[src/verilog/axi_id_remap_pkg.sv]
/* shared widths, table size, ID and payload types and the AXI response
   encoding for the read-path ID remapper */
`default_nettype none

package axi_id_remap_pkg;

  localparam int unsigned addr_width   = 32;
  localparam int unsigned data_width   = 32;
  localparam int unsigned id_width_in  = 6;
  localparam int unsigned id_width_out = 2;

  // one slot per downstream ID
  localparam int unsigned table_size      = 4;
  localparam int unsigned max_txns_per_id = 4;
  localparam int unsigned cnt_width       = 3;

  typedef logic [addr_width-1:0]   addr_t;
  typedef logic [data_width-1:0]   data_t;
  typedef logic [id_width_in-1:0]  in_id_t;
  typedef logic [id_width_out-1:0] out_id_t;
  typedef logic [7:0]              len_t;
  typedef logic [cnt_width-1:0]    cnt_t;

  typedef enum logic [1:0] {
    resp_okay   = 2'b00,
    resp_exokay = 2'b01,
    resp_slverr = 2'b10,
    resp_decerr = 2'b11
  } resp_t;

endpackage

`default_nettype wire

[src/verilog/ar_chan_if.sv]
/* AR channel bundle with the narrow downstream ID */
`default_nettype none

interface ar_chan_if ();

  axi_id_remap_pkg::out_id_t id;
  axi_id_remap_pkg::addr_t   addr;
  axi_id_remap_pkg::len_t    len;
  logic                      valid;
  logic                      ready;

  modport source (
    output id, addr, len, valid,
    input  ready
  );

  modport sink (
    input  id, addr, len, valid,
    output ready
  );

endinterface

`default_nettype wire

[src/verilog/r_chan_if.sv]
/* R channel bundle with the narrow downstream ID */
`default_nettype none

interface r_chan_if ();

  axi_id_remap_pkg::out_id_t id;
  axi_id_remap_pkg::data_t   data;
  axi_id_remap_pkg::resp_t   resp;
  logic                      last;
  logic                      valid;
  logic                      ready;

  // the downstream slave is the source of R beats
  modport source (
    output id, data, resp, last, valid,
    input  ready
  );

  modport sink (
    input  id, data, resp, last, valid,
    output ready
  );

endinterface

`default_nettype wire

[src/verilog/id_remap_table.sv]
/* remap table with per-slot input ID and outstanding burst count,
   slot allocation, ID lookup and release */
`default_nettype none

module id_remap_table (
  input  logic                      clk_i,
  input  logic                      rst_n_i,
  input  logic                      alloc_valid_i,
  input  axi_id_remap_pkg::in_id_t  alloc_in_id_i,
  output logic                      alloc_ready_o,
  output axi_id_remap_pkg::out_id_t alloc_slot_o,
  input  axi_id_remap_pkg::out_id_t lookup_slot_i,
  output axi_id_remap_pkg::in_id_t  lookup_in_id_o,
  input  logic                      free_valid_i,
  input  axi_id_remap_pkg::out_id_t free_slot_i
);

  axi_id_remap_pkg::in_id_t  slot_id_q  [axi_id_remap_pkg::table_size];
  axi_id_remap_pkg::cnt_t    slot_cnt_q [axi_id_remap_pkg::table_size];

  logic                                    match_found;
  logic                                    free_found;
  axi_id_remap_pkg::out_id_t               match_slot;
  axi_id_remap_pkg::out_id_t               free_slot;
  logic                                    alloc_fire;
  logic [axi_id_remap_pkg::table_size-1:0] inc;
  logic [axi_id_remap_pkg::table_size-1:0] dec;

  // a slot is in use while its count is nonzero, the first free slot wins
  always_comb begin
    match_found = 1'b0;
    free_found  = 1'b0;
    match_slot  = '0;
    free_slot   = '0;
    for (int i = 0; i < axi_id_remap_pkg::table_size; i++) begin
      if (slot_cnt_q[i] != '0 && slot_id_q[i] == alloc_in_id_i) begin
        match_found = 1'b1;
        match_slot  = axi_id_remap_pkg::out_id_t'(i);
      end
      if (!free_found && slot_cnt_q[i] == '0) begin
        free_found = 1'b1;
        free_slot  = axi_id_remap_pkg::out_id_t'(i);
      end
    end
  end

  // same-ID requests stay on their slot so downstream keeps them ordered
  assign alloc_slot_o  = match_found ? match_slot : free_slot;
  assign alloc_ready_o = match_found ?
      (slot_cnt_q[match_slot] != axi_id_remap_pkg::cnt_t'(axi_id_remap_pkg::max_txns_per_id)) :
      free_found;
  assign alloc_fire    = alloc_valid_i && alloc_ready_o;

  assign lookup_in_id_o = slot_id_q[lookup_slot_i];

  always_comb begin
    for (int i = 0; i < axi_id_remap_pkg::table_size; i++) begin
      inc[i] = alloc_fire && (alloc_slot_o == axi_id_remap_pkg::out_id_t'(i));
      dec[i] = free_valid_i && (free_slot_i == axi_id_remap_pkg::out_id_t'(i));
    end
  end

  // an allocate and a free on the same slot cancel out
  always_ff @(posedge clk_i) begin
    if (!rst_n_i) begin
      for (int i = 0; i < axi_id_remap_pkg::table_size; i++) begin
        slot_cnt_q[i] <= '0;
      end
    end else begin
      for (int i = 0; i < axi_id_remap_pkg::table_size; i++) begin
        if (inc[i] && !dec[i]) begin
          slot_cnt_q[i] <= slot_cnt_q[i] + 1'b1;
        end else if (dec[i] && !inc[i]) begin
          slot_cnt_q[i] <= slot_cnt_q[i] - 1'b1;
        end
      end
    end
  end

  always_ff @(posedge clk_i) begin
    if (alloc_fire) begin
      slot_id_q[alloc_slot_o] <= alloc_in_id_i;
    end
  end

  // the R stage only releases slots that the AR stage allocated
  assert property (@(posedge clk_i) disable iff (!rst_n_i)
    free_valid_i |-> slot_cnt_q[free_slot_i] != '0);

  for (genvar i = 0; i < axi_id_remap_pkg::table_size; i++) begin : g_uniq
    for (genvar j = i + 1; j < axi_id_remap_pkg::table_size; j++) begin : g_pair
      assert property (@(posedge clk_i) disable iff (!rst_n_i)
        (slot_cnt_q[i] != '0 && slot_cnt_q[j] != '0) |-> slot_id_q[i] != slot_id_q[j]);
    end
  end

endmodule

`default_nettype wire

[src/verilog/ar_remap_stage.sv]
/* registered AR stage that claims a table slot and sends the request
   downstream with the slot as its ID */
`default_nettype none

module ar_remap_stage (
  input  logic                      clk_i,
  input  logic                      rst_n_i,
  input  axi_id_remap_pkg::in_id_t  in_ar_id_i,
  input  axi_id_remap_pkg::addr_t   in_ar_addr_i,
  input  axi_id_remap_pkg::len_t    in_ar_len_i,
  input  logic                      in_ar_valid_i,
  output logic                      in_ar_ready_o,
  output logic                      alloc_valid_o,
  output axi_id_remap_pkg::in_id_t  alloc_in_id_o,
  input  logic                      alloc_ready_i,
  input  axi_id_remap_pkg::out_id_t alloc_slot_i,
  ar_chan_if.source                 out_ar
);

  logic                      full_q;
  axi_id_remap_pkg::out_id_t id_q;
  axi_id_remap_pkg::addr_t   addr_q;
  axi_id_remap_pkg::len_t    len_q;
  logic                      space;
  logic                      in_fire;
  logic                      out_fire;

  // the buffer has room when empty or when its item leaves this cycle
  assign space    = !full_q || out_ar.ready;
  assign out_fire = full_q && out_ar.ready;

  assign alloc_valid_o = in_ar_valid_i && space;
  assign alloc_in_id_o = in_ar_id_i;
  assign in_ar_ready_o = space && alloc_ready_i;
  assign in_fire       = in_ar_valid_i && in_ar_ready_o;

  always_ff @(posedge clk_i) begin
    if (!rst_n_i) begin
      full_q <= 1'b0;
    end else if (in_fire) begin
      full_q <= 1'b1;
    end else if (out_fire) begin
      full_q <= 1'b0;
    end
  end

  always_ff @(posedge clk_i) begin
    if (in_fire) begin
      id_q   <= alloc_slot_i;
      addr_q <= in_ar_addr_i;
      len_q  <= in_ar_len_i;
    end
  end

  assign out_ar.valid = full_q;
  assign out_ar.id    = id_q;
  assign out_ar.addr  = addr_q;
  assign out_ar.len   = len_q;

  // a stalled request must not change under the downstream slave
  assert property (@(posedge clk_i) disable iff (!rst_n_i)
    (out_ar.valid && !out_ar.ready) |=>
      (out_ar.valid && $stable(out_ar.id) && $stable(out_ar.addr) && $stable(out_ar.len)));

endmodule

`default_nettype wire

[src/verilog/r_restore_stage.sv]
/* registered R stage that puts the upstream ID back on each beat and
   releases the slot once a burst's last beat is handed up */
`default_nettype none

module r_restore_stage (
  input  logic                      clk_i,
  input  logic                      rst_n_i,
  r_chan_if.sink                    out_r,
  output axi_id_remap_pkg::out_id_t lookup_slot_o,
  input  axi_id_remap_pkg::in_id_t  lookup_in_id_i,
  output logic                      free_valid_o,
  output axi_id_remap_pkg::out_id_t free_slot_o,
  output axi_id_remap_pkg::in_id_t  in_r_id_o,
  output axi_id_remap_pkg::data_t   in_r_data_o,
  output axi_id_remap_pkg::resp_t   in_r_resp_o,
  output logic                      in_r_last_o,
  output logic                      in_r_valid_o,
  input  logic                      in_r_ready_i
);

  logic                      full_q;
  axi_id_remap_pkg::out_id_t slot_q;
  axi_id_remap_pkg::in_id_t  id_q;
  axi_id_remap_pkg::data_t   data_q;
  axi_id_remap_pkg::resp_t   resp_q;
  logic                      last_q;
  logic                      in_fire;
  logic                      up_fire;

  assign out_r.ready   = !full_q || in_r_ready_i;
  assign in_fire       = out_r.valid && out_r.ready;
  assign up_fire       = full_q && in_r_ready_i;
  assign lookup_slot_o = out_r.id;

  // the slot number is kept with the beat so it can be released later
  assign free_valid_o = up_fire && last_q;
  assign free_slot_o  = slot_q;

  always_ff @(posedge clk_i) begin
    if (!rst_n_i) begin
      full_q <= 1'b0;
    end else if (in_fire) begin
      full_q <= 1'b1;
    end else if (up_fire) begin
      full_q <= 1'b0;
    end
  end

  always_ff @(posedge clk_i) begin
    if (in_fire) begin
      slot_q <= out_r.id;
      id_q   <= lookup_in_id_i;
      data_q <= out_r.data;
      resp_q <= out_r.resp;
      last_q <= out_r.last;
    end
  end

  assign in_r_valid_o = full_q;
  assign in_r_id_o    = id_q;
  assign in_r_data_o  = data_q;
  assign in_r_resp_o  = resp_q;
  assign in_r_last_o  = last_q;

  assert property (@(posedge clk_i) disable iff (!rst_n_i)
    (in_r_valid_o && !in_r_ready_i) |=>
      (in_r_valid_o && $stable(in_r_id_o) && $stable(in_r_data_o) && $stable(in_r_last_o)));

endmodule

`default_nettype wire

[src/verilog/axi_id_remap_ports.sv]
/* read-path ID remapper with flat AR and R ports on both sides */
`default_nettype none

module axi_id_remap_ports (
  input  logic                      clk_i,
  input  logic                      rst_n_i,

  input  axi_id_remap_pkg::in_id_t  in_ar_id_i,
  input  axi_id_remap_pkg::addr_t   in_ar_addr_i,
  input  axi_id_remap_pkg::len_t    in_ar_len_i,
  input  logic                      in_ar_valid_i,
  output logic                      in_ar_ready_o,
  output axi_id_remap_pkg::in_id_t  in_r_id_o,
  output axi_id_remap_pkg::data_t   in_r_data_o,
  output axi_id_remap_pkg::resp_t   in_r_resp_o,
  output logic                      in_r_last_o,
  output logic                      in_r_valid_o,
  input  logic                      in_r_ready_i,

  output axi_id_remap_pkg::out_id_t out_ar_id_o,
  output axi_id_remap_pkg::addr_t   out_ar_addr_o,
  output axi_id_remap_pkg::len_t    out_ar_len_o,
  output logic                      out_ar_valid_o,
  input  logic                      out_ar_ready_i,
  input  axi_id_remap_pkg::out_id_t out_r_id_i,
  input  axi_id_remap_pkg::data_t   out_r_data_i,
  input  axi_id_remap_pkg::resp_t   out_r_resp_i,
  input  logic                      out_r_last_i,
  input  logic                      out_r_valid_i,
  output logic                      out_r_ready_o
);

  logic                      alloc_valid;
  axi_id_remap_pkg::in_id_t  alloc_in_id;
  logic                      alloc_ready;
  axi_id_remap_pkg::out_id_t alloc_slot;
  axi_id_remap_pkg::out_id_t lookup_slot;
  axi_id_remap_pkg::in_id_t  lookup_in_id;
  logic                      free_valid;
  axi_id_remap_pkg::out_id_t free_slot;

  ar_chan_if ar_out ();
  assign out_ar_id_o    = ar_out.id;
  assign out_ar_addr_o  = ar_out.addr;
  assign out_ar_len_o   = ar_out.len;
  assign out_ar_valid_o = ar_out.valid;
  assign ar_out.ready   = out_ar_ready_i;

  r_chan_if r_out ();
  assign r_out.id      = out_r_id_i;
  assign r_out.data    = out_r_data_i;
  assign r_out.resp    = out_r_resp_i;
  assign r_out.last    = out_r_last_i;
  assign r_out.valid   = out_r_valid_i;
  assign out_r_ready_o = r_out.ready;

  id_remap_table i_table (
    .clk_i          (clk_i),
    .rst_n_i        (rst_n_i),
    .alloc_valid_i  (alloc_valid),
    .alloc_in_id_i  (alloc_in_id),
    .alloc_ready_o  (alloc_ready),
    .alloc_slot_o   (alloc_slot),
    .lookup_slot_i  (lookup_slot),
    .lookup_in_id_o (lookup_in_id),
    .free_valid_i   (free_valid),
    .free_slot_i    (free_slot)
  );

  ar_remap_stage i_ar_stage (
    .clk_i         (clk_i),
    .rst_n_i       (rst_n_i),
    .in_ar_id_i    (in_ar_id_i),
    .in_ar_addr_i  (in_ar_addr_i),
    .in_ar_len_i   (in_ar_len_i),
    .in_ar_valid_i (in_ar_valid_i),
    .in_ar_ready_o (in_ar_ready_o),
    .alloc_valid_o (alloc_valid),
    .alloc_in_id_o (alloc_in_id),
    .alloc_ready_i (alloc_ready),
    .alloc_slot_i  (alloc_slot),
    .out_ar        (ar_out)
  );

  r_restore_stage i_r_stage (
    .clk_i          (clk_i),
    .rst_n_i        (rst_n_i),
    .out_r          (r_out),
    .lookup_slot_o  (lookup_slot),
    .lookup_in_id_i (lookup_in_id),
    .free_valid_o   (free_valid),
    .free_slot_o    (free_slot),
    .in_r_id_o      (in_r_id_o),
    .in_r_data_o    (in_r_data_o),
    .in_r_resp_o    (in_r_resp_o),
    .in_r_last_o    (in_r_last_o),
    .in_r_valid_o   (in_r_valid_o),
    .in_r_ready_i   (in_r_ready_i)
  );

endmodule

`default_nettype wire

[config.mk]
export PLATFORM = sky130hd
export DESIGN_NAME = axi_id_remap_ports
export DESIGN_NICKNAME = d
export VERILOG_FILES = /design/src/verilog/axi_id_remap_pkg.sv /design/src/verilog/ar_chan_if.sv /design/src/verilog/r_chan_if.sv /design/src/verilog/id_remap_table.sv /design/src/verilog/ar_remap_stage.sv /design/src/verilog/r_restore_stage.sv /design/src/verilog/axi_id_remap_ports.sv
export SDC_FILE = /design/constraint.sdc
export NUM_CORES = 1
export LEC_CHECK = 0
export ABC_AREA = 1
export BUFFER_PORTS_ARGS = -buffer_cell sky130_fd_sc_hd__buf_2
export CAP_MARGIN = 0
export CELL_PAD_IN_SITES_DETAIL_PLACEMENT = 1
export CELL_PAD_IN_SITES_GLOBAL_PLACEMENT = 1
export CORE_MARGIN = 5
export CORE_UTILIZATION = 42
export DETAILED_ROUTE_END_ITERATION = 6
export HOLD_SLACK_MARGIN = 0.12
export PLACE_DENSITY_LB_ADDON = 0.15
export SYNTH_ARGS = -nofsm -noshare
export SYNTH_HDL_FRONTEND = slang
export SYNTH_SLANG_ARGS = --single-unit
[constraint.sdc]
create_clock -name clk_i -period 4.8 [get_ports clk_i]
set_input_delay 0.96 -clock clk_i [delete_from_list [all_inputs] [get_ports clk_i]]
set_output_delay 0.96 -clock clk_i [all_outputs]
set_load 0.005 [all_outputs]
# ---- Word level (Yosys, flattened, before mapping)
# Memories as Yosys holds them, arrays and structs flattened. A register that Yosys moved wholly into a read port is not among the register bits.
# Cells that the tools add are included.
dict set report totals {
  out_inout_bits 87
  reg_bits 81
  mem_bits_rw 36
  n_memories 2
  input_bits 89
  wordCells 155
}
# memory depth word_bits read_ports rd_ports_with_merged_regs write_ports line_no
set memory_table {}
lappend memory_table {i_table.slot_id_q 4 6 5 1 1 id_remap_table.sv:18} ;# axi_id_remap_pkg::in_id_t slot_id_q [axi_id_remap_pkg::table_size];
lappend memory_table {i_table.slot_cnt_q 4 3 5 0 4 id_remap_table.sv:19} ;# axi_id_remap_pkg::cnt_t slot_cnt_q [axi_id_remap_pkg::table_size];
dict set report classes {
  bitwise_logic 8
  reduce_logical 58
  n_eq_ne 11
  mux 59
  add_sub_neg 8
}
# operator count
set ops {}
lappend ops {{$mux 1} 46}
lappend ops {{$logic_and 1x1->1} 31}
lappend ops {{$eq 6x6->1} 4}
lappend ops {{$mux 3} 8}
lappend ops {{$logic_not 1->1} 13}
lappend ops {{$add 3x1->3 const B} 4}
lappend ops {{$logic_not 3->1} 4}
lappend ops {{$reduce_bool 3->1} 4}
lappend ops {{$sub 3x1->3 const B} 4}
lappend ops {{$mux 2} 5}
lappend ops {{$eq 2x2->1 const B} 4}
lappend ops {{$or 1x1->1} 8}
lappend ops {{$eq 2x1->1 const B} 2}
lappend ops {{$logic_not 2->1} 2}
lappend ops {{$reduce_bool 2->1} 2}
lappend ops {{$ne 3x3->1 const B} 1}
lappend ops {{$logic_or 1x1->1} 2}

# ---- Longest topological paths before layout
# Gate-level depths: netlist of run 1.
# An unclocked memory read counts as a cell.
dict set report logic_depth {
  depth_word 22
  ltp_mapped 18
}

# ---- Cells and area by module
# A second synthesis of run 1 with hierarchy kept.
dict set report hier_totals {
  cells_unflattened 437
  area_unflattened_um2 5322.6
}
# mod cells_each area_per_inst_um2 instances
set by_module_without_submodules {}
lappend by_module_without_submodules {id_remap_table 323 2576.2 1}
lappend by_module_without_submodules {ar_remap_stage 60 1381.3 1}
lappend by_module_without_submodules {r_restore_stage 54 1365.1 1}

# ---- Worst setup path after synthesis of run 1
# No wires, ideal clock.
dict set report synth_timing {
  path_type {input -> register}
  start {in out_r_valid_i}
  end {reg i_r_stage.slot_q[0], in the netlist i_r_stage.free_slot_o[0] (enable)}
  path_stages 2
  n_path_buf 0
  required_ps 4342
  path_slack_ps 1237
  setup_ps 458
  t_arrival_ps 3106
  cell_sequence {inv_1 a21oi_1}
}
dict set report synth_between {
  elab_chain_len 1
}
# element line_no
set synth_rtl {}
lappend synth_rtl {{start, declared} axi_id_remap_ports.sv:29} ;# input logic out_r_valid_i,
lappend synth_rtl {{$logic_and 1x1->1} r_restore_stage.sv:31} ;# assign in_fire = out_r.valid && out_r.ready;
lappend synth_rtl {{via i_r_stage.in_fire} r_restore_stage.sv:27} ;# logic in_fire;
lappend synth_rtl {{end signal, assigned} r_restore_stage.sv:51} ;# slot_q <= out_r.id;
lappend synth_rtl {{end, declared} r_restore_stage.sv:22} ;# axi_id_remap_pkg::out_id_t slot_q;
# The timed path passes the listed nets, and every way through them passes these cells.
# A chain may end at the register's enable or synchronous reset.

# ---- Worst setup path in the final report of run 1
dict set report layout_timing {
  start {in in_ar_id_i[3]}
  end {out in_ar_ready_o}
}
dict set report layout_between {
  elab_chain_len 9
  word_cells_on_any_way 19
}
# element line_no
set layout_rtl {}
lappend layout_rtl {{start, declared} axi_id_remap_ports.sv:8} ;# input axi_id_remap_pkg::in_id_t in_ar_id_i,
lappend layout_rtl {{$eq 6x6->1} id_remap_table.sv:36} ;# if (slot_cnt_q[i] != '0 && slot_id_q[i] == alloc_in_id_i) begin
lappend layout_rtl {{$logic_and 1x1->1} id_remap_table.sv:36}
lappend layout_rtl {{$mux 1} id_remap_table.sv:36}
lappend layout_rtl {{$mux 2 (2 in a row)} id_remap_table.sv:36}
lappend layout_rtl {{$mem_v2 4x3} --}
lappend layout_rtl {{$ne 3x3->1} id_remap_table.sv:50} ;# (slot_cnt_q[match_slot] != axi_id_remap_pkg::cnt_t'(axi_id_remap_pkg::max_txns_per_id)) :
lappend layout_rtl {{$mux 1 *} id_remap_table.sv:49} ;# assign alloc_ready_o = match_found ?
lappend layout_rtl {{$logic_and 1x1->1 *} ar_remap_stage.sv:34} ;# assign in_ar_ready_o = space && alloc_ready_i;
lappend layout_rtl {{end, declared} axi_id_remap_ports.sv:12} ;# output logic in_ar_ready_o,
# Mark *: on every way between the ends. The rest lies on a longest branch, timed or not.

==> qor.yml, run 1 <==
status:
  status: "finished, final reports clean"
critical_path:
  critPathLaunch: "in_ar_id_i[3]"
  crit_path_max_fanout: 10
  start_kind: "primary input"
  reg2reg_slack_ns: 1.72
  reg2reg_from: "i_table.slot_cnt_q[3][0]"
  criticalPathCategory: "in2out"
  crit_path_end_kind: "output port"
  crit_arrival_ns: 2.43
  reg2reg_depth: 18
  worst_ep_required_time_ns: 3.84
  reg2reg_to: "i_table.slot_cnt_q[0][2]"
finish:
  syn_to_final_growth_pct: 32.13
  fin_util_pct: 56.53
  nFillCells: 1327
  most-common-layout-cells: "buf_2 (175), edfxtp_1 (121), nand2_1 (87)"
  drive_gt1_share_pct: 36.85
  design_area_mm2: 0.006761
  final_common_cell: "buf_2"
  nets: 698
clock_tree:
  clkTransAtPathRegs_ns: 0.05
  cts_sinks: 123
  cts_resized: 0
  cts_hold_buffers: 0
  postCtsSetupRepairBufs: 0
  cts_tree: "yes"
  clockBufferDepth: 2
  htree_levels: 4
  clk_latency_ns: 0.41
  cts_buffers: 17
  cts_root_buf: "clkbuf_16"
floorplanning:
  io_pins: 176
  dieWidth_um: 120.4
  rows: 40
  core_mm2: 0.01196
  initial_core_util_pct: 42.78
  die-area_mm2: 0.01449
  die_y_um: 120.4
global_route:
  grt_pass1_wl_mm: 22.72
  antenna_found_initial: 2
  grt_max_degree: 41
  grt-ovfl-total: 0
  track_usage_pct: 21.05
  grt_pass1_vias: 4020
routing:
  dr_total_vias: 3796
  avgRoutedWirePerCell_um: 19.57
  final_antenna_net_count: 0
  wirelength_mm: 14.97
  drc_errors: 0
  drtPass1Iterations: 4
  vias_per_cell: 4.962
  drtIter0Drc: 245
power:
  finalPower_mw: 2.854
  peakVddDrop_mv: 0.1996
  p_leak_nw: 2.959
  power_per_cell_area_mw_per_mm2: 422.1
sta:
  slew_viol_final: 0
  fmax_ghz: 0.2946
  min_period_ns: 3.394
  post-route-period-util_pct: 70.71
  max-slew-margin-rel_pct: 26.40
  tightest_slew_ns: 1.102
  rsz0062_at_grt: "false"
  fin_worst_skew_ns: 0.01146
  setup_violations: 0
  fin_ws_ns: 1.406
  finalHoldViolations: 0
  setup-tns-final_ns: 0
worst_hold_path:
  holdCritPathClass: "reg2reg"
  min_from: "i_ar_stage.out_ar.valid"
  min_to: "i_ar_stage.out_ar.valid"
  hold_depth: 2
synth:
  ys_types: 27
  yosysTopAreaCell: "edfxtp_1"
  syn_area_per_cell_um2: 12.36
  async_reset_ff_share_pct: 0
  yosys_warnings: 0
  syn_inst: 414
  synthTopCellsByArea: "edfxtp_1 (71%), nand2_1 (6.4%), inv_1 (3.5%), a21oi_1 (2.7%), nor2_1 (2.3%)"
  synth_ff_type: "edfxtp_1"
  synth_top_area_share_pct: 71.00
  synth_seq_area_share_pct: 71.78
  synth-seq-cells: 123
  syn-cell-area_mm2: 0.005117
  synth_nets: 509
  synth_edf_count: 121
place:
  routabilityCongestion: 0.7929
  dp_hpwl_mm: 11.08
  placed_cell_area_mm2: 0.006172
  port_buffers: 175
  dp_slack_ns: 1.306
run:
  drv_cap: 0
==> logic make-up (layout without fill, tap and decap cells) <==
group,after synthesis,count (layout),synth area share [%]
other,0,2,0
DFF,123,123,71.78
xor gates and xnor gates,17,17,2.910
adders and majority gates,6,6,1.907
AOI/OAI and AO/OA,44,44,4.523
and+or+nand+nor,162,162,14.23
buffers and inverters,62,264,4.646
==> worst max path at each step <==
| stage | endpoint | slack [ns] | cells past startpoint |
|---|---|---|---|
| detailed placement | i_table.slot_cnt_q[0][2] | 1.31 | 18 |
| global route | in_ar_ready_o | 1.26 | 14 |
| CTS | in_ar_ready_o | 1.44 | 14 |
| global placement | i_table.slot_cnt_q[0][2] | 1.38 | 18 |
| finish | in_ar_ready_o | 1.41 | 14 |
| floorplan | i_r_stage.free_slot_o[0] | 1.24 | 2 |
==> routing by layer <==
metal,up-vias,global-route usage (%),share of wire (%)
met1,1863,22.50,37
met5,-,0,0
met2,127,38.63,54
met4,0,7.365,1.2
li1,1792,-,-
met3,14,7.016,7.8
==> where the power goes <==
group / switching [mW] / internal, mW / total [mW]
combinational: 0.180 / 0.106 / 0.286
sequential: 0.0294 / 1.28 / 1.31
clock: 0.454 / 0.810 / 1.26
total: 0.663 / 2.19 / 2.85
==> critical path: stages <==
cell,delay [ns]
buf_2,0.18
inv_2,0.08
nand2_1,0.12
nand2_1,0.08
nor2_1,0.15
nand3_1,0.16
nand2_1,0.13
nand2_1,0.06
nand2_1,0.05
nand2_1,0.06
nand3_2,0.11
nand2_1,0.06
nor2_1,0.09
buf_2,0.13
==> layout make-up <==
type,count,area (µm²),share of cell area [%]
well taps,147,183.9,2.720
inverters,55,206.4,3.053
clock inverters,13,151.4,2.239
multi-input cells,229,1217,18.01
clock buffers,19,432.9,6.403
repair buffers,177,890.9,13.18
flip-flops and latches,123,3674,54.33
diodes,2,5.005,0.07402
==> registers in the layout (all words and copies together), names as in the netlist <==
name	cells
i_r_stage.in_r_resp_o	2
i_ar_stage.out_ar.valid	1
i_ar_stage.out_ar.len	8
i_r_stage.in_r_data_o	32
i_r_stage.in_r_last_o	1
i_ar_stage.out_ar.addr	32
i_table.slot_cnt_q	12
i_r_stage.in_r_id_o	6
i_table.slot_id_q	24
i_r_stage.in_r_valid_o	1
i_r_stage.free_slot_o	2
i_ar_stage.out_ar.id	2
==> stage by stage <==
stage,hold slack [ns],std cells
after CTS,0.5054,763
after global placement,0.4949,731
after detailed placement,0.4975,731
after floorplan,0.4814,414
after global routing,0.5399,765
final,0.4942,765
==> cell usage after synthesis (2+ instances only) <==
library cell	instances
nor2_1	32
nand4_1	6
o21ai_2	2
clkbuf_1	3
xor2_1	8
inv_1	48
o21ai_0	7
o21ai_1	5
nor2_4	4
ha_1	3
inv_2	7
nand3_1	21
nor2_2	2
dfxtp_1	2
buf_2	4
a21oi_1	28
fa_1	3
nand2_1	87
nor3_1	3
nand3_2	3
nand2_2	2
xnor2_1	9
edfxtp_1	121
Power figures use the tool's default switching activity.
==> run 2, diff against run 1 <==
- CORE_UTILIZATION: 42 -> 35
- clock period: 4.8 -> 3.06 ns (I/O delays scaled with it)
==> qor.yml, run 2 (synthesis gave the netlist of run 1 again) <==
status:
  status: "finished, final reports clean"
floorplanning:
  die_y_um: 130.9
  initial_core_util_pct: 35.48
  rows: 44
  dieWidth_um: 130.9
  die-area_mm2: 0.01714
  core_mm2: 0.01442
  io_pins: 176
sta:
  slew_viol_final: 0
  fin_ws_ns: 0.2409
  tightest_slew_ns: 0.5863
  fmax_ghz: 0.3547
  post-route-period-util_pct: 92.13
  setup-tns-final_ns: 0
  max-slew-margin-rel_pct: 60.92
  fin_worst_skew_ns: 0.01103
  setup_violations: 0
  finalHoldViolations: 0
  min_period_ns: 2.819
  rsz0062_at_grt: "false"
critical_path:
  crit_path_max_fanout: 4
  crit_path_end_kind: "output port"
  critPathBufInv: 2
  criticalPathCategory: "reg2out"
  crit_chain: "inv_2, ha_1, nand2_2, nand2_1, nor2_2, nand2_1, nor2_2, a21oi_1, nand3_1, nand3_2, nand2_1, nor2_1, buf_2"
  slowest_stage: "edfxtp_1"
  worst_ep_required_time_ns: 2.45
  start_kind: "flop"
  slowest_delay_ns: 0.42
  cp_top_family: "simple AND/OR/NAND/NOR gates"
  critPathMostFrequentCell: "nand2_1"
  crit_arrival_ns: 2.21
power:
  p_leak_nw: 3.027
  peakVddDrop_mv: 0.3513
  clkPwrFrac_pct: 45.7
  internal-power_mw: 3.546
  pwr-share-comb_pct: 10.1
  p_seq_share_pct: 44.2
  swShare_pct: 23.28
  finalPower_mw: 4.623
  p_sw_mw: 1.076
  power_per_cell_area_mw_per_mm2: 665.8
global_route:
  grt-ovfl-total: 0
  use_met1_pct: 19.63
  grt_pass1_vias: 3855
  grt_max_degree: 44
  met2_usage_pct: 30.65
  grt_pass1_wl_mm: 21.74
  grtUsageMet3_pct: 6.179
  track_usage_pct: 17.38
  busiest_layer: "met2"
  antenna_found_initial: 0
clock_tree:
  clk_latency_ns: 0.42
  cts_buffers: 17
  cts_tree: "yes"
  cts_root_buf: "clkbuf_16"
  htree_levels: 4
  clkTransAtPathRegs_ns: 0.06
  cts_sinks: 123
  clockBufferDepth: 2
  cts_hold_buffers: 0
place:
  dp_hpwl_mm: 11.42
  dp_slack_ns: 0.0007132
  placed_cell_area_mm2: 0.006291
  port_buffers: 175
  routabilityCongestion: 0.8314
routing:
  drtIter0Drc: 167
  vias_per_cell: 4.695
  avgRoutedWirePerCell_um: 18.33
  drc_errors: 0
  dr_total_vias: 3798
  wirelength_mm: 14.83
  drtPass1Iterations: 4
  final_antenna_net_count: 0
finish:
  design_area_mm2: 0.006943
  syn_to_final_growth_pct: 35.67
  nFillCells: 1603
  nets: 707
  antenna_cells: 0
  final_common_cell: "buf_2"
  drive_gt1_share_pct: 39.20
  most-common-layout-cells: "buf_2 (175), edfxtp_1 (121), nand2_1 (85)"
run:
  drv_cap: 0
worst_hold_path:
  holdCritPathClass: "in2reg"
## run 2: cell count changes in the layout (fill, tap and decap cells not counted), moves of 2 or more
cell	previous run	this run
nand2_2	2	4
diode_2	2	0
buf_4	2	10
nor2_1	32	30
inv_6	0	2
clkinv_2	4	2
nor2_2	2	4
nand2_1	87	85
## run 2: layout make-up
cell class              instances  area [µm²]  share of cell area [%]
clock buffers                  18       429.2                   6.181
clock inverters                14       192.7                   2.775
inverters                      55       206.4                   2.974
multi-input cells             229        1240                   17.86
flip-flops and latches        123        3674                   52.91
well taps                     184       230.2                   3.316
repair buffers                186       970.9                   13.98
## run 2: per-stage QoR
stage               util, %  hold slack [ns]  instances
global route          48.14           0.3373        809
global placement      43.62           0.4885        776
detailed placement    43.62           0.5033        776
floorplan                 -           0.4814        414
CTS                   47.93           0.3431        808
finish                48.14           0.3631        809
## run 2: power groups by stage
stage / Sequential [mW] / Clock, mW / Combinational, mW
floorplan: 2.09 / 0 / 0.207
global placement: 2.07 / 0 / 0.457
detailed placement: 2.08 / 0 / 0.471
CTS: 2.05 / 2.16 / 0.475
global route: 2.06 / 2.26 / 0.521
finish: 2.04 / 2.11 / 0.467
## run 2: repair_timing
| action | CTS | global route |
|---|---|---|
| setup endpoints to repair | 0 | 5 |
| buffers inserted | 0 | 1 |
| resized for setup | 0 | 7 |
## run 2: worst paths after layout
kind                            start                   endpoint  slack [ns]  cells after the start
max          i_table.slot_cnt_q[3][0]              in_ar_ready_o        0.24                     13
min                   in_ar_addr_i[6]  i_ar_stage.out_ar.addr[6]        0.36                      1
max reg2reg  i_table.slot_cnt_q[3][0]   i_table.slot_cnt_q[0][2]        0.28                     18
min reg2reg   i_ar_stage.out_ar.valid    i_ar_stage.out_ar.valid        0.49                      2
## run 2: per-layer routing
metal / part of all wire, % / wire length, µm
met2: 51 / 7589
met5: 0 / 0
met4: 1.1 / 170
met1: 38 / 5704
met3: 9.2 / 1362
==> run 3, diff against run 2 <==
- REMOVE_ABC_BUFFERS: not set -> 1
==> qor.yml, run 3 (synthesis gave the netlist of run 1 again) <==
sta:
  finalHoldViolations: 0
  post-route-period-util_pct: 92.63
  tightest_slew_ns: 0.6002
  max-slew-margin-rel_pct: 59.99
  fmax_ghz: 0.3528
  slew_viol_final: 0
  setup_violations: 0
  fin_worst_skew_ns: 0.009512
  min_period_ns: 2.834
finish:
  syn_to_final_growth_pct: 34.33
  layoutNonFillerInstCount: 808
  final_common_cell: "buf_2"
  design_area_mm2: 0.006874
  nFillCells: 1614
  antenna_cells: 0
  nets: 707
  drive_gt1_share_pct: 38.46
  most-common-layout-cells: "buf_2 (175), edfxtp_1 (121), nand2_1 (86)"
power:
  p_seq_share_pct: 46.3
  p_sw_mw: 1.053
  swShare_pct: 23.82
  internal-power_mw: 3.369
  peakVddDrop_mv: 0.3374
  pwr-share-comb_pct: 10.6
  clkPwrFrac_pct: 43.2
  p_leak_nw: 2.995
  power_per_cell_area_mw_per_mm2: 643.3
place:
  dp_hpwl_mm: 11.13
  routabilityCongestion: 0.7682
  placed_cell_area_mm2: 0.006291
  placed_cells: 776
  port_buffers: 175
routing:
  vias_per_cell: 4.655
  wirelength_mm: 14.57
  avgRoutedWirePerCell_um: 18.03
  dr_total_vias: 3761
  drc_errors: 0
  drtPass1Iterations: 4
  final_antenna_net_count: 0
  drtIter0Drc: 161
global_route:
  grt-ovfl-total: 0
  antenna_found_initial: 1
  grt_pass1_vias: 3913
  track_usage_pct: 16.70
  grt_max_degree: 44
  grt_pass1_wl_mm: 21.24
status:
  status: "finished, final reports clean"
floorplanning:
  dieWidth_um: 130.9
  core_mm2: 0.01442
  io_pins: 176
  die-area_mm2: 0.01714
  die_y_um: 130.9
  initial_core_util_pct: 35.48
  rows: 44
critical_path:
  crit_path_end_kind: "output port"
  criticalPathCategory: "reg2out"
  critPathMostFrequentCell: "nand2_1"
  start_kind: "flop"
  critPathLaunch: "i_table.slot_cnt_q[3][0]"
  reg2reg_from: "i_table.slot_cnt_q[2][0]"
  crit_chain: "inv_1, ha_1, nand2_2, nand3_1, nor2_1, nand3_2, nand2_1, nand2_1, nand2_1, nand2_1, nand3_2, nand2_1, nor2_1, buf_2"
  crit_arrival_ns: 2.22
  slowest_stage: "edfxtp_1"
  slowest_delay_ns: 0.37
  crit_path_max_fanout: 4
  worst_ep_required_time_ns: 2.45
clock_tree:
  cts_hold_buffers: 0
  clockBufferDepth: 2
  htree_levels: 4
  cts_root_buf: "clkbuf_16"
  clkTransAtPathRegs_ns: 0.06
  cts_tree: "yes"
  cts_sinks: 123
  clk_latency_ns: 0.41
  cts_buffers: 17
worst_hold_path:
  holdCritPathClass: "in2reg"
  min_from: "out_r_data_i[7]"
run:
  drv_cap: 0
## run 3: changes by cell type in the layout (fill, tap and decap cells not counted), sizes merged
cell	previous run	this run
bufinv	4	2
clkbuf	18	19
clkinv	6	5
clkinvlp	2	3
## run 3: critical path, delay by kind of cell (launching register included)
kind	cells	cell delay, ns
AND/OR/NAND/NOR	11	0.99
adder cells (fa/ha/maj)	1	0.21
buffers and inverters	2	0.21
flip-flops	1	0.37
## run 3: worst paths after layout
path | end | slack [ns] | cells past startpoint
worst max-delay path | in_ar_ready_o | 0.23 | 14
worst min-delay path | i_r_stage.in_r_data_o[7] | 0.37 | 1
worst max register to register | i_table.slot_cnt_q[0][2] | 0.27 | 17
worst min register to register | i_ar_stage.out_ar.valid | 0.50 | 2
## run 3: repair_timing
item | in CTS | in global routing
gates resized for setup | 0 | 5
endpoints found under the setup margin | 0 | 4
setup buffers | 0 | 1
## run 3: cell type report
cell class              count  area, µm²  area share [%]
clock buffers              19      432.9           6.298
clock inverters            12      122.6           1.784
inverters                  55      206.4           3.003
multi-input cells         229       1237           18.00
flip-flops and latches    123       3674           53.44
well taps                 184      230.2           3.349
repair buffers            186      970.9           14.12
## run 3: power groups by stage
stage	Combinational (mW)	Sequential [mW]	Clock (mW)
floorplan	0.198	2.09	0
global placement	0.457	2.07	0
detailed placement	0.470	2.08	0
CTS	0.473	2.05	1.96
global route	0.520	2.06	2.04
finish	0.467	2.05	1.91
## run 3: metal layers
layer	up-vias	GRT usage [%]	part of all wire [%]
li1	1810	-	-
met1	1805	20.18	42
met2	135	28.64	49
met3	9	4.837	8.2
met4	2	5.687	0.69
met5	-	0	0.089
## run 3: per-stage QoR
| stage | utilization, % | total power, mW | TNS (ns) | setup WS, ns | hold WS [ns] |
|---|---|---|---|---|---|
| 5_1_grt | 47.66 | 4.615 | -0.01350 | -0.01350 | 0.3503 |
| 2_1_floorplan | - | 2.286 | -6.679 | -0.1553 | 0.4814 |
| 3_5_place_dp | 43.62 | 2.551 | 0 | 0.01033 | 0.4890 |
| 4_1_cts | 47.47 | 4.482 | 0 | 0.06701 | 0.3515 |
| 3_3_place_gp | 43.62 | 2.532 | 0 | 0.1067 | 0.4911 |
| 6_report | 47.66 | 4.422 | 0 | 0.2256 | 0.3726 |
